## src/hdl/rdsplit_pkg.sv

```systemverilog
package rdsplit_pkg;

    // bus widths
    localparam int addr_w    = 32;
    localparam int meta_w    = 4;
    localparam int num_tags  = 8;
    localparam int tag_w     = 3;
    localparam int tag_cnt_w = 4;

    // command queue geometry
    localparam int q_depth = 4;
    localparam int q_ptr_w = 2;

    // max read request size codes
    localparam logic [2:0] ms_128  = 3'd0;
    localparam logic [2:0] ms_256  = 3'd1;
    localparam logic [2:0] ms_512  = 3'd2;
    localparam logic [2:0] ms_1024 = 3'd3;
    localparam logic [2:0] ms_2048 = 3'd4;
    localparam logic [2:0] ms_4096 = 3'd5;

    // len of 0 means 1024 dwords
    typedef struct packed {
        logic [addr_w-1:2] addr;
        logic [9:0]        len;
        logic [meta_w-1:0] meta;
    } rd_cmd_t;

    typedef struct packed {
        logic [addr_w-1:2] addr;
        logic [9:0]        len;
        logic [meta_w-1:0] meta;
        logic              last;
    } rd_piece_t;

    typedef struct packed {
        rd_piece_t         piece;
        logic [tag_w-1:0]  tag;
    } rd_req_t;

    // request size in dwords; unknown codes saturate at 4 KB
    function automatic logic [10:0] max_len_dw(input logic [2:0] code);
        case (code)
            ms_128:  return 11'd32;
            ms_256:  return 11'd64;
            ms_512:  return 11'd128;
            ms_1024: return 11'd256;
            ms_2048: return 11'd512;
            ms_4096: return 11'd1024;
            default: return 11'd1024;
        endcase
    endfunction

endpackage

```

## src/hdl/cmd_queue.sv

```systemverilog
`timescale 1ns/10ps

module cmd_queue (
    input  logic                 clk,
    input  logic                 rst,

    input  logic                 cmd_valid,
    output logic                 cmd_ready,
    input  rdsplit_pkg::rd_cmd_t cmd,

    output logic                 q_valid,
    input  logic                 q_ready,
    output rdsplit_pkg::rd_cmd_t q_cmd
);

    rdsplit_pkg::rd_cmd_t mem [rdsplit_pkg::q_depth];

    logic [rdsplit_pkg::q_ptr_w-1:0] wr_ptr;
    logic [rdsplit_pkg::q_ptr_w-1:0] rd_ptr;
    logic [rdsplit_pkg::q_ptr_w:0]   count;

    logic push;
    logic pop;

    assign cmd_ready = (count != rdsplit_pkg::q_depth);
    assign q_valid   = (count != '0);
    assign q_cmd     = mem[rd_ptr];

    assign push = cmd_valid && cmd_ready;
    assign pop  = q_valid && q_ready;

    // storage, written at the tail
    always_ff @(posedge clk) begin
        if (push) begin
            mem[wr_ptr] <= cmd;
        end
    end

    // pointers wrap naturally at four entries
    always_ff @(posedge clk) begin
        if (rst) begin
            wr_ptr <= '0;
            rd_ptr <= '0;
            count  <= '0;
        end else begin
            if (push) begin
                wr_ptr <= wr_ptr + 1'b1;
            end
            if (pop) begin
                rd_ptr <= rd_ptr + 1'b1;
            end
            // simultaneous push and pop leaves count alone
            if (push && !pop) begin
                count <= count + 1'b1;
            end else if (pop && !push) begin
                count <= count - 1'b1;
            end
        end
    end

endmodule

```

## src/hdl/cmd_split.sv

```systemverilog
`timescale 1ns/10ps

module cmd_split (
    input  logic                   clk,
    input  logic                   rst,

    input  logic [2:0]             max_size,

    input  logic                   in_valid,
    output logic                   in_ready,
    input  rdsplit_pkg::rd_cmd_t   in_cmd,

    output logic                   out_valid,
    input  logic                   out_ready,
    output rdsplit_pkg::rd_piece_t out_piece
);

    // decoded request size
    logic [10:0] size_dw;
    logic [10:0] max_len;
    logic [9:0]  max_mask;

    // split state
    logic                              split_valid;
    logic                              split_ready;
    logic                              split_last;
    logic [rdsplit_pkg::addr_w-1:2]    split_addr;
    logic [10:0]                       split_len;
    logic [10:0]                       split_inc;
    logic [rdsplit_pkg::meta_w-1:0]    split_meta;

    logic [10:0] first_inc;
    logic [10:0] in_len_full;
    logic [9:0]  next_out_len;

    assign size_dw = rdsplit_pkg::max_len_dw(max_size);

    // max_size is static while idle, so one cycle of delay is harmless
    always_ff @(posedge clk) begin
        max_len  <= size_dw;
        max_mask <= size_dw[9:0] - 10'd1;
    end

    assign in_ready    = !split_valid;
    assign split_ready = !out_valid || out_ready;

    // len 0 stands for a full 1024 dwords
    assign in_len_full = (in_cmd.len == 10'd0) ? 11'd1024 : {1'b0, in_cmd.len};

    // distance from the start address to the next boundary
    assign first_inc = max_len - {1'b0, in_cmd.addr[11:2] & max_mask};

    // remainder fits in this step, including 1024 at 4 KB aligned
    assign split_last = (split_len <= split_inc);

    // 1024 encodes back to zero through truncation
    assign next_out_len = split_last ? split_len[9:0] : split_inc[9:0];

    always_ff @(posedge clk) begin
        if (rst) begin
            split_valid <= 1'b0;
        end else begin
            if (split_valid && split_ready && split_last) begin
                split_valid <= 1'b0;
            end
            if (in_valid && in_ready) begin
                split_valid <= 1'b1;
            end
        end
    end

    // load from the input while idle, step after each issued piece
    always_ff @(posedge clk) begin
        if (!split_valid) begin
            split_addr <= in_cmd.addr;
            split_len  <= in_len_full;
            split_inc  <= first_inc;
            split_meta <= in_cmd.meta;
        end else if (split_ready) begin
            // full-width add so pieces may carry across a 4 KB page
            split_addr <= split_addr + {{(rdsplit_pkg::addr_w-13){1'b0}}, split_inc};
            split_len  <= split_len - split_inc;
            split_inc  <= max_len;
        end
    end

    // output register
    always_ff @(posedge clk) begin
        if (rst) begin
            out_valid <= 1'b0;
        end else if (split_valid && split_ready) begin
            out_valid <= 1'b1;
        end else if (out_ready) begin
            out_valid <= 1'b0;
        end
    end

    always_ff @(posedge clk) begin
        if (split_valid && split_ready) begin
            out_piece.addr <= split_addr;
            out_piece.len  <= next_out_len;
            out_piece.meta <= split_meta;
            out_piece.last <= split_last;
        end
    end

endmodule

```

## src/hdl/tag_pool.sv

```systemverilog
`timescale 1ns/10ps

module tag_pool (
    input  logic                              clk,
    input  logic                              rst,

    input  logic                              piece_valid,
    output logic                              piece_ready,
    input  rdsplit_pkg::rd_piece_t            piece,

    output logic                              req_valid,
    input  logic                              req_ready,
    output rdsplit_pkg::rd_req_t              req,

    input  logic                              tag_release_valid,
    input  logic [rdsplit_pkg::tag_w-1:0]     tag_release,

    output logic [rdsplit_pkg::tag_cnt_w-1:0] tags_free
);

    // one bit per tag, set means free
    logic [rdsplit_pkg::num_tags-1:0] free_map;
    logic [rdsplit_pkg::tag_w-1:0]    free_tag;
    logic                             any_free;
    logic                             issue;

    assign any_free = |free_map;

    // lowest free tag wins
    always_comb begin
        free_tag = '0;
        for (int i = rdsplit_pkg::num_tags - 1; i >= 0; i--) begin
            if (free_map[i]) begin
                free_tag = i[rdsplit_pkg::tag_w-1:0];
            end
        end
    end

    // count of free tags for the client
    always_comb begin
        tags_free = '0;
        for (int i = 0; i < rdsplit_pkg::num_tags; i++) begin
            tags_free += free_map[i];
        end
    end

    // pass-through data path, stalled while the pool is empty
    assign req_valid   = piece_valid && any_free;
    assign piece_ready = req_ready && any_free;
    assign req.piece   = piece;
    assign req.tag     = free_tag;

    assign issue = req_valid && req_ready;

    always_ff @(posedge clk) begin
        if (rst) begin
            free_map <= '1;
        end else begin
            // issue and release in the same cycle both apply
            if (issue) begin
                free_map[free_tag] <= 1'b0;
            end
            if (tag_release_valid) begin
                free_map[tag_release] <= 1'b1;
            end
        end
    end

endmodule

```

## src/hdl/rdsplit_top.sv

```systemverilog
`timescale 1ns/10ps

module rdsplit_top (
    input  logic                              clk,
    input  logic                              rst,

    input  logic [2:0]                        max_size,

    input  logic                              cmd_valid,
    output logic                              cmd_ready,
    input  rdsplit_pkg::rd_cmd_t              cmd,

    output logic                              req_valid,
    input  logic                              req_ready,
    output rdsplit_pkg::rd_req_t              req,

    input  logic                              tag_release_valid,
    input  logic [rdsplit_pkg::tag_w-1:0]     tag_release,
    output logic [rdsplit_pkg::tag_cnt_w-1:0] tags_free
);

    // queue to splitter
    logic                   q_valid;
    logic                   q_ready;
    rdsplit_pkg::rd_cmd_t   q_cmd;

    // splitter to tag pool
    logic                   piece_valid;
    logic                   piece_ready;
    rdsplit_pkg::rd_piece_t piece;

    cmd_queue u_queue (
        .clk       (clk),
        .rst       (rst),
        .cmd_valid (cmd_valid),
        .cmd_ready (cmd_ready),
        .cmd       (cmd),
        .q_valid   (q_valid),
        .q_ready   (q_ready),
        .q_cmd     (q_cmd)
    );

    cmd_split u_split (
        .clk       (clk),
        .rst       (rst),
        .max_size  (max_size),
        .in_valid  (q_valid),
        .in_ready  (q_ready),
        .in_cmd    (q_cmd),
        .out_valid (piece_valid),
        .out_ready (piece_ready),
        .out_piece (piece)
    );

    tag_pool u_tags (
        .clk               (clk),
        .rst               (rst),
        .piece_valid       (piece_valid),
        .piece_ready       (piece_ready),
        .piece             (piece),
        .req_valid         (req_valid),
        .req_ready         (req_ready),
        .req               (req),
        .tag_release_valid (tag_release_valid),
        .tag_release       (tag_release),
        .tags_free         (tags_free)
    );

endmodule

```

## config.mk

```make
export PLATFORM = sky130hd
export DESIGN_NAME = rdsplit_top
export DESIGN_NICKNAME = d
export VERILOG_FILES = /design/src/hdl/rdsplit_pkg.sv /design/src/hdl/cmd_queue.sv /design/src/hdl/cmd_split.sv /design/src/hdl/tag_pool.sv /design/src/hdl/rdsplit_top.sv
export SDC_FILE = /design/constraint.sdc
export NUM_CORES = 1
export LEC_CHECK = 0
export BUFFER_PORTS_ARGS = -buffer_cell sky130_fd_sc_hd__buf_2
export CORE_MARGIN = 1.5
export CORE_UTILIZATION = 55
export CTS_CLUSTER_SIZE = 40
export DETAILED_ROUTE_END_ITERATION = 10
export HOLD_SLACK_MARGIN = 0.06
export PLACE_DENSITY = 0.81
export RECOVER_POWER = 100
export SETUP_SLACK_MARGIN = 0.05
export SLEW_MARGIN = 25
export SYNTH_ARGS = -nofsm -noshare
export SYNTH_HDL_FRONTEND = slang
export SYNTH_SLANG_ARGS = --single-unit
```

## constraint.sdc

```tcl
create_clock -name clk -period 4.6 [get_ports clk]
set_clock_uncertainty 0.05 [all_clocks]
set_input_delay 0.46 -clock clk [delete_from_list [all_inputs] [get_ports clk]]
set_output_delay 0.46 -clock clk [all_outputs]
set_load 0.02 [all_outputs]
```

==> results of run 1 <==
==> placed cells by master (no fill, tap or decap), types with 7 or more instances in the layout <==
| master | count |
|---|---|
| edfxtp_1 | 277 |
| clkbuf_1 | 109 |
| nand2_1 | 65 |
| inv_1 | 47 |
| o21ai_0 | 46 |
| mux4_2 | 45 |
| nor2_1 | 43 |
| ha_1 | 38 |
| clkbuf_16 | 31 |
| dfxtp_1 | 29 |
| xnor2_1 | 27 |
| a21oi_1 | 25 |
| a31oi_1 | 13 |
| nor3_1 | 12 |
| xor2_1 | 12 |
| a21o_1 | 12 |
| nor2b_1 | 11 |
| nand3_1 | 11 |
| buf_2 | 10 |
| o21ai_1 | 8 |
| mux2_4 | 7 |
| o31ai_1 | 7 |
| a211oi_1 | 7 |
| fa_1 | 7 |
==> registers in the layout, summed over array words and instances (netlist names), named ones only <==
| register | cells |
|---|---|
| u_queue.rd_ptr | 2 |
| u_split.max_mask | 5 |
| u_split.split_addr | 30 |
| u_split.split_valid | 1 |
| u_split.split_meta | 4 |
| u_tags.free_map | 8 |
| u_split.split_len | 11 |
| u_queue.count | 3 |
| u_queue.wr_ptr | 2 |
| u_queue.mem | 176 |
| u_split.split_inc | 11 |
| u_split.out_valid | 1 |
| u_split.max_len | 6 |
| u_split.out_piece | 45 |
==> report_power, final <==
part / total (mW) / switching [mW] / internal, mW / leakage, nW
clock network: 2.51 / 1.00 / 1.50 / 0.493
registers: 4.34 / 0.401 / 3.94 / 2.88
logic: 3.57 / 2.15 / 1.43 / 1.93
==> synthesized netlist by cell type (3+ instances only) <==
cell type and n:
ha_1 38, a221o_1 4, and2_1 4, o21a_1 5, nand4_1 5, o31ai_1 7, mux2_4 7, or4_1 6
or3_1 3, mux4_2 45, buf_2 8, a21boi_0 3, nand3_1 12, mux2_2 3, dfxtp_1 30, mux2i_1 4
nor3_1 11, buf_1 4, a21oi_1 25, xnor2_1 27, clkbuf_1 16, and3_1 10, fa_1 7, o21ai_1 31
a21o_1 12, edfxtp_1 277, inv_1 47, a311oi_2 5, nor2_1 43, a31oi_1 12, nand2_1 65, o21ai_0 23
a211oi_1 6, nor2b_1 11, xor2_1 12
==> per-layer routing <==
layer | GRT usage | up-vias | part of all wire
met4 | 0.0622 | 0 | 0.025
met2 | 0.334 | 258 | 0.47
met5 | 0 | - | 0
met3 | 0.0391 | 47 | 0.066
met1 | 0.293 | 3770 | 0.44
li1 | - | 3590 | -
==> critical path, delay by kind of cell, from the launching register on <==
family / cells / cell delay [ns]
fa+ha+maj: 5 / 1.99
buf+inv: 6 / 0.56
flops: 1 / 0.40
==> final timing paths <==
| check | startpoint | endpoint | slack, ns | cells after the start |
|---|---|---|---|---|
| max | u_tags.free_map[0] | tags_free[1] | 0.60 | 11 |
| min | max_size[1] | u_split.max_len[9] | 0.11 | 2 |
| max reg2reg | register | u_split.split_inc[9] | 0.76 | 9 |
| min reg2reg | u_split.split_meta[0] | u_split.out_piece[1] | 0.37 | 0 |
==> cell type report <==
type / instances / area [sq um] / area share
multi-input combinational: 484 / 4090 / 0.270
inverter: 47 / 176 / 0.0117
timing repair buffer: 124 / 517 / 0.0342
sequential: 307 / 8920 / 0.590
clock inverter: 20 / 230 / 0.0152
clock buffer: 35 / 791 / 0.0523
tap: 319 / 399 / 0.0264
antenna: 2 / 5.00 / 0.000331
==> cells by family (layout without fill, tap and decap cells) <==
| group | after synthesis | after routing | synth area share |
|---|---|---|---|
| flip-flops | 307 | 307 | 0.667 |
| AND/OR/NAND/NOR | 191 | 191 | 0.0714 |
| AO/OA/AOI/OAI | 148 | 148 | 0.0735 |
| buffers and inverters | 80 | 226 | 0.0261 |
| multiplexers | 61 | 61 | 0.0908 |
| adder cells (fa/ha/maj) | 45 | 45 | 0.0460 |
| XOR/XNOR | 39 | 39 | 0.0255 |
| other | 0 | 2 | 0 |
==> metrics by stage <==
step | total power [mW] | util | std cells | cell area (sq um) | hold WS, ns
finish | 10.4 | 0.639 | 1338 | 15100 | 0.111
global route | 11.0 | 0.639 | 1336 | 15100 | 0.103
global placement | 7.89 | 0.602 | 1277 | 14300 | 0.354
floorplan | 7.08 | - | 871 | 13400 | 0.350
detailed placement | 8.01 | 0.602 | 1277 | 14300 | 0.370
CTS | 10.6 | 0.647 | 1336 | 15300 | 0.0606
==> results.sh, run 1 <==
export IMPL_async_flop_share=0
export IMPL_cts_resized_gates=0
export IMPL_syn_inst=871
export IMPL_yosysSeqAreaShare=0.667
export IMPL_synth_distinct_cells=65
export IMPL_tightest_slew_ns=2.81
export IMPL_relSlewSlack=-0.874
export IMPL_cts_hold_buf=4
export IMPL_grtUsageTotal=0.208
export IMPL_hold_class="in -> reg"
export IMPL_status="finished, violations left"
export IMPL_dr_total_vias=7665
export IMPL_finalNetCount=1094
export IMPL_critical_path_cell_chain="inv_1 > ha_1 > inv_1 > fa_1 > fa_1 > inv_1 > fa_1 > inv_1 > fa_1 > inv_1 > clkbuf_1"
export IMPL_cp_required_ns=4.09
export IMPL_path_clk_slew_ns=0.06
export IMPL_detail_route_antenna_nets=0
export IMPL_pin_count=109
export IMPL_grt_overflow=0
export IMPL_drtIter0Drc=642
export IMPL_clock_latency_ns=0.56
export IMPL_via_per_inst=5.73
export IMPL_p_leak_nw=5.31
export IMPL_synth_edff_count=277
export IMPL_syn_cell_area_sq_um=13400
export IMPL_yosys_warnings=0
export IMPL_synthFlopType="edfxtp_1"
export IMPL_syn_to_final_growth_pct=13.1
export IMPL_n_fill_cell=1758
export IMPL_setup_viol=0
export IMPL_cp_start_kind="register"
export IMPL_cts_tree="built"
export IMPL_start_util=0.565
export IMPL_synth_area_leaders="edfxtp_1 62%, mux4_2 7.6%, dfxtp_1 4.5%, ha_1 3.6%, nand2_1 1.8%"
export IMPL_rows=56
export IMPL_port_buffers=108
export IMPL_clock_root_buffer="clkbuf_16"
export IMPL_critPathMaxStageDelay_ns=0.49
export IMPL_layout_drive_gt1_share=0.134
export IMPL_crit_fanout=5
export IMPL_cp_common_cell="inv_1"
export IMPL_die_y_um=159
export IMPL_postSynthAreaPerCell_sq_um=15.4
export IMPL_yosysTopAreaCell="edfxtp_1"
export IMPL_fin_setup_tns_ns=0
export IMPL_failed_checks="max-capacitance violations, max-slew violations"
export IMPL_clock_fmax_mhz=250
export IMPL_first_pass_iters=7
export IMPL_wl_um=26300
export IMPL_p_per_area_nw_per_um2=689
export IMPL_rsz0062_at_grt="false"
export IMPL_fin_crit_ns=4.00
export IMPL_clock_sink_count=307
export IMPL_synth_top_cell_area_share=0.622
export IMPL_place_ws_ns=1.25
export IMPL_grt_pass1_vias=7471
export IMPL_drc_errors=0
export IMPL_htreeDepth=1
export IMPL_die_area_sq_um=25300
export IMPL_crit_type="reg -> out"
export IMPL_cts_buffer_depth=3
export IMPL_place_hpwl_um=16900
export IMPL_cts_made_buffers=30
export IMPL_antenna_found_initial=2
export IMPL_min_period_over_period=0.870
export IMPL_worst_path_max_delay_cell="fa_1"
export IMPL_grt_max_degree=53
export IMPL_wl_per_cell_um=19.7
export IMPL_ir_worst_vdd_uv=373
export IMPL_core_area_sq_um=23700
export IMPL_slew_viol_final=216
export IMPL_grt_pass1_wl_um=41100
export IMPL_end_kind="output pin"
export IMPL_cap_viol_max_count=7
export IMPL_post_cts_buffers=0
export IMPL_routabilityCongestion=0.856
export IMPL_synth_seq_cells=307
export IMPL_hold_viol_final=0
export IMPL_cp_data_arrival_time_ns=3.49
export IMPL_setup_slack_ns=0.598
export IMPL_die_w_um=159
export IMPL_synth_nets=971
No activity file was read; power rests on OpenSTA's default activity.
==> run 2, diff against run 1 <==
- CORE_MARGIN: 1.5 -> 2
- CORE_UTILIZATION: 55 -> 30
- PLACE_DENSITY: 0.81 -> 0.53
==> run 2 against run 1 <==
Net effect:
- final cell count grew 20%
- critical path depth is the same
- the run still ends with max-capacitance violations, max-slew violations left
- cell area grew 2.2%
- via count shrank 1.1%
- total power grew 1.7%
- setup slack gained 0.076 ns
- die area grew 83%
- clock power grew 6%
- combinational power is essentially flat
- sequential share of layout area shrank 1.3 points
- non-clock buffer count shrank 8
- register-to-register slack lost 0.07 ns
==> results.sh, run 2 (synthesis results as in run 1) <==
export IMPL_pwr_share_clk=0.250
export IMPL_relSlewSlack=-1.07
export IMPL_crit_fanout=5
export IMPL_via_per_inst=4.72
export IMPL_rows=77
export IMPL_setup_slack_ns=0.674
export IMPL_tightest_slew_ns=3.11
export IMPL_clock_latency_ns=0.52
export IMPL_status="finished, violations left"
export IMPL_dr_total_vias=7582
export IMPL_routabilityCongestion=0.801
export IMPL_largest_registers="u_queue.mem x176, u_split.out_piece x45, u_split.split_addr x30"
export IMPL_cp_required_ns=4.09
export IMPL_hold_class="in -> reg"
export IMPL_core_area_sq_um=44100
export IMPL_p_comb_frac=0.334
export IMPL_place_ws_ns=1.27
export IMPL_crit_type="reg -> out"
export IMPL_seqPwrFrac=0.416
export IMPL_n_fill_cell=4368
export IMPL_seq_area_sq_um=8920
export IMPL_power_mw=10.6
export IMPL_hold_start="max_size[1]"
export IMPL_multi_input_area_sq_um=4070
export IMPL_min_period_over_period=0.854
export IMPL_cp_start_kind="register"
export IMPL_cp_data_arrival_time_ns=3.42
export IMPL_fin_setup_tns_ns=0
export IMPL_p_sw_mw=3.65
export IMPL_fin_crit_ns=3.93
export IMPL_end_kind="output pin"
export IMPL_finalNetCount=1091
export IMPL_place_hpwl_um=19200
export IMPL_regToRegStartpoint="u_split.split_inc[1]"
export IMPL_grtUsageTotal=0.132
export IMPL_largest_reg_flops=176
export IMPL_drc_errors=0
export IMPL_switching_share=0.344
export IMPL_antenna_cells=0
export IMPL_regMostFlops="u_queue.mem"
export IMPL_clock_sink_count=307
export IMPL_cts_tree="built"
export IMPL_grt_pass1_vias=7775
export IMPL_wl_met2_um=13800
export IMPL_antenna_found_initial=3
export IMPL_clock_root_buffer="clkbuf_16"
export IMPL_internal_power_mw=6.95
export IMPL_rsz0062_at_grt="false"
export IMPL_maxUsedRoutingLayer="met5"
export IMPL_port_buffers=108
export IMPL_detail_route_antenna_nets=0
export IMPL_failed_checks="max-capacitance violations, max-slew violations"
export IMPL_slew_viol_final=357
export IMPL_clock_fmax_mhz=255
export IMPL_die_w_um=215
export IMPL_cts_resized_gates=0
export IMPL_setup_viol=0
export IMPL_wl_met1_um=14400
export IMPL_start_util=0.303
export IMPL_final_cell_mix="277 x edfxtp_1, 112 x clkbuf_1, 65 x nand2_1"
export IMPL_ir_worst_vdd_uv=228
export IMPL_layout_drive_gt1_share=0.125
export IMPL_pin_count=109
export IMPL_cap_viol_max_count=9
export IMPL_hold_viol_final=0
export IMPL_grt_max_degree=68
export IMPL_path_clk_slew_ns=0.06
export IMPL_die_area_sq_um=46300
export IMPL_grt_overflow=0
export IMPL_first_pass_iters=8
export IMPL_die_y_um=215
export IMPL_cts_buffer_depth=3
export IMPL_grt_pass1_wl_um=46900
export IMPL_wl_um=30500
export IMPL_layout_commonest_cell="edfxtp_1"
export IMPL_critPathLaunch="u_tags.free_map[0]"
export IMPL_p_per_area_nw_per_um2=685
export IMPL_wl_per_cell_um=19.0
export IMPL_cts_made_buffers=35
export IMPL_drtIter0Drc=489
export IMPL_p_leak_nw=5.31
export IMPL_wl_met3_um=1690
export IMPL_syn_to_final_growth_pct=15.6
export IMPL_htreeDepth=2
## run 2: cell count changes in the layout (fill, tap and decap cells not counted), sizes merged, moves of 2 or more
cell and change:
buf +2, bufinv -3, clkbuf +8, clkinv -5
clkinvlp -2, diode -2, dlygate4sd3 -3
## run 2: final cells by class
type	instances	share of cell area
inverter	47	0.0114
clock buffer	50	0.0630
tap	592	0.0479
clock inverter	11	0.00672
multi-input combinational	484	0.263
timing repair buffer	116	0.0307
sequential	307	0.577
## run 2: timing repair
| item | CTS | global route |
|---|---|---|
| hold buffers | 1 | 0 |
| buffers inserted | 0 | 0 |
| endpoints found under the hold margin | 1 | 0 |
## run 2: worst max-delay path, cell delays in order, from the launching register on
cell and delay, ns:
dfxtp_1 0.39, inv_1 0.07, ha_1 0.29, inv_1 0.07, fa_1 0.43, fa_1 0.49
inv_1 0.05, fa_1 0.37, inv_1 0.08, fa_1 0.40, inv_1 0.06, clkbuf_1 0.22
## run 2: per-stage QoR
step                      hold WS, ns  area (sq um)   util  std cells
after detailed placement        0.363         14600  0.330       1545
after floorplan                 0.350         13400      -        871
after global routing            0.131         15500  0.350       1607
final                           0.134         15500  0.350       1607
after global placement          0.358         14600  0.330       1545
after CTS                      0.0812         15700  0.355       1607
## run 2: routing by layer
layer  vias up  track usage
met2       148        0.206
met1      3805        0.183
met5         -            0
met3        42       0.0348
li1       3581            -
met4         6       0.0347
## run 2: power by group through the flow
stage | combinational [mW] | clock (mW) | sequential [mW]
3_5_place_dp | 3.70 | 0 | 4.46
3_3_place_gp | 3.66 | 0 | 4.45
5_1_grt | 3.95 | 2.84 | 4.50
4_1_cts | 3.72 | 2.73 | 4.41
6_report | 3.54 | 2.65 | 4.41
2_1_floorplan | 2.64 | 0 | 4.45
## run 2: worst paths after layout
kind / to / slack [ns] / cells past startpoint
max: tags_free[1] / 0.67 / 11
min: u_split.max_len[9] / 0.13 / 2
max reg2reg: u_split.out_piece[8] / 0.69 / 8
min reg2reg: u_split.out_piece[4] / 0.36 / 0
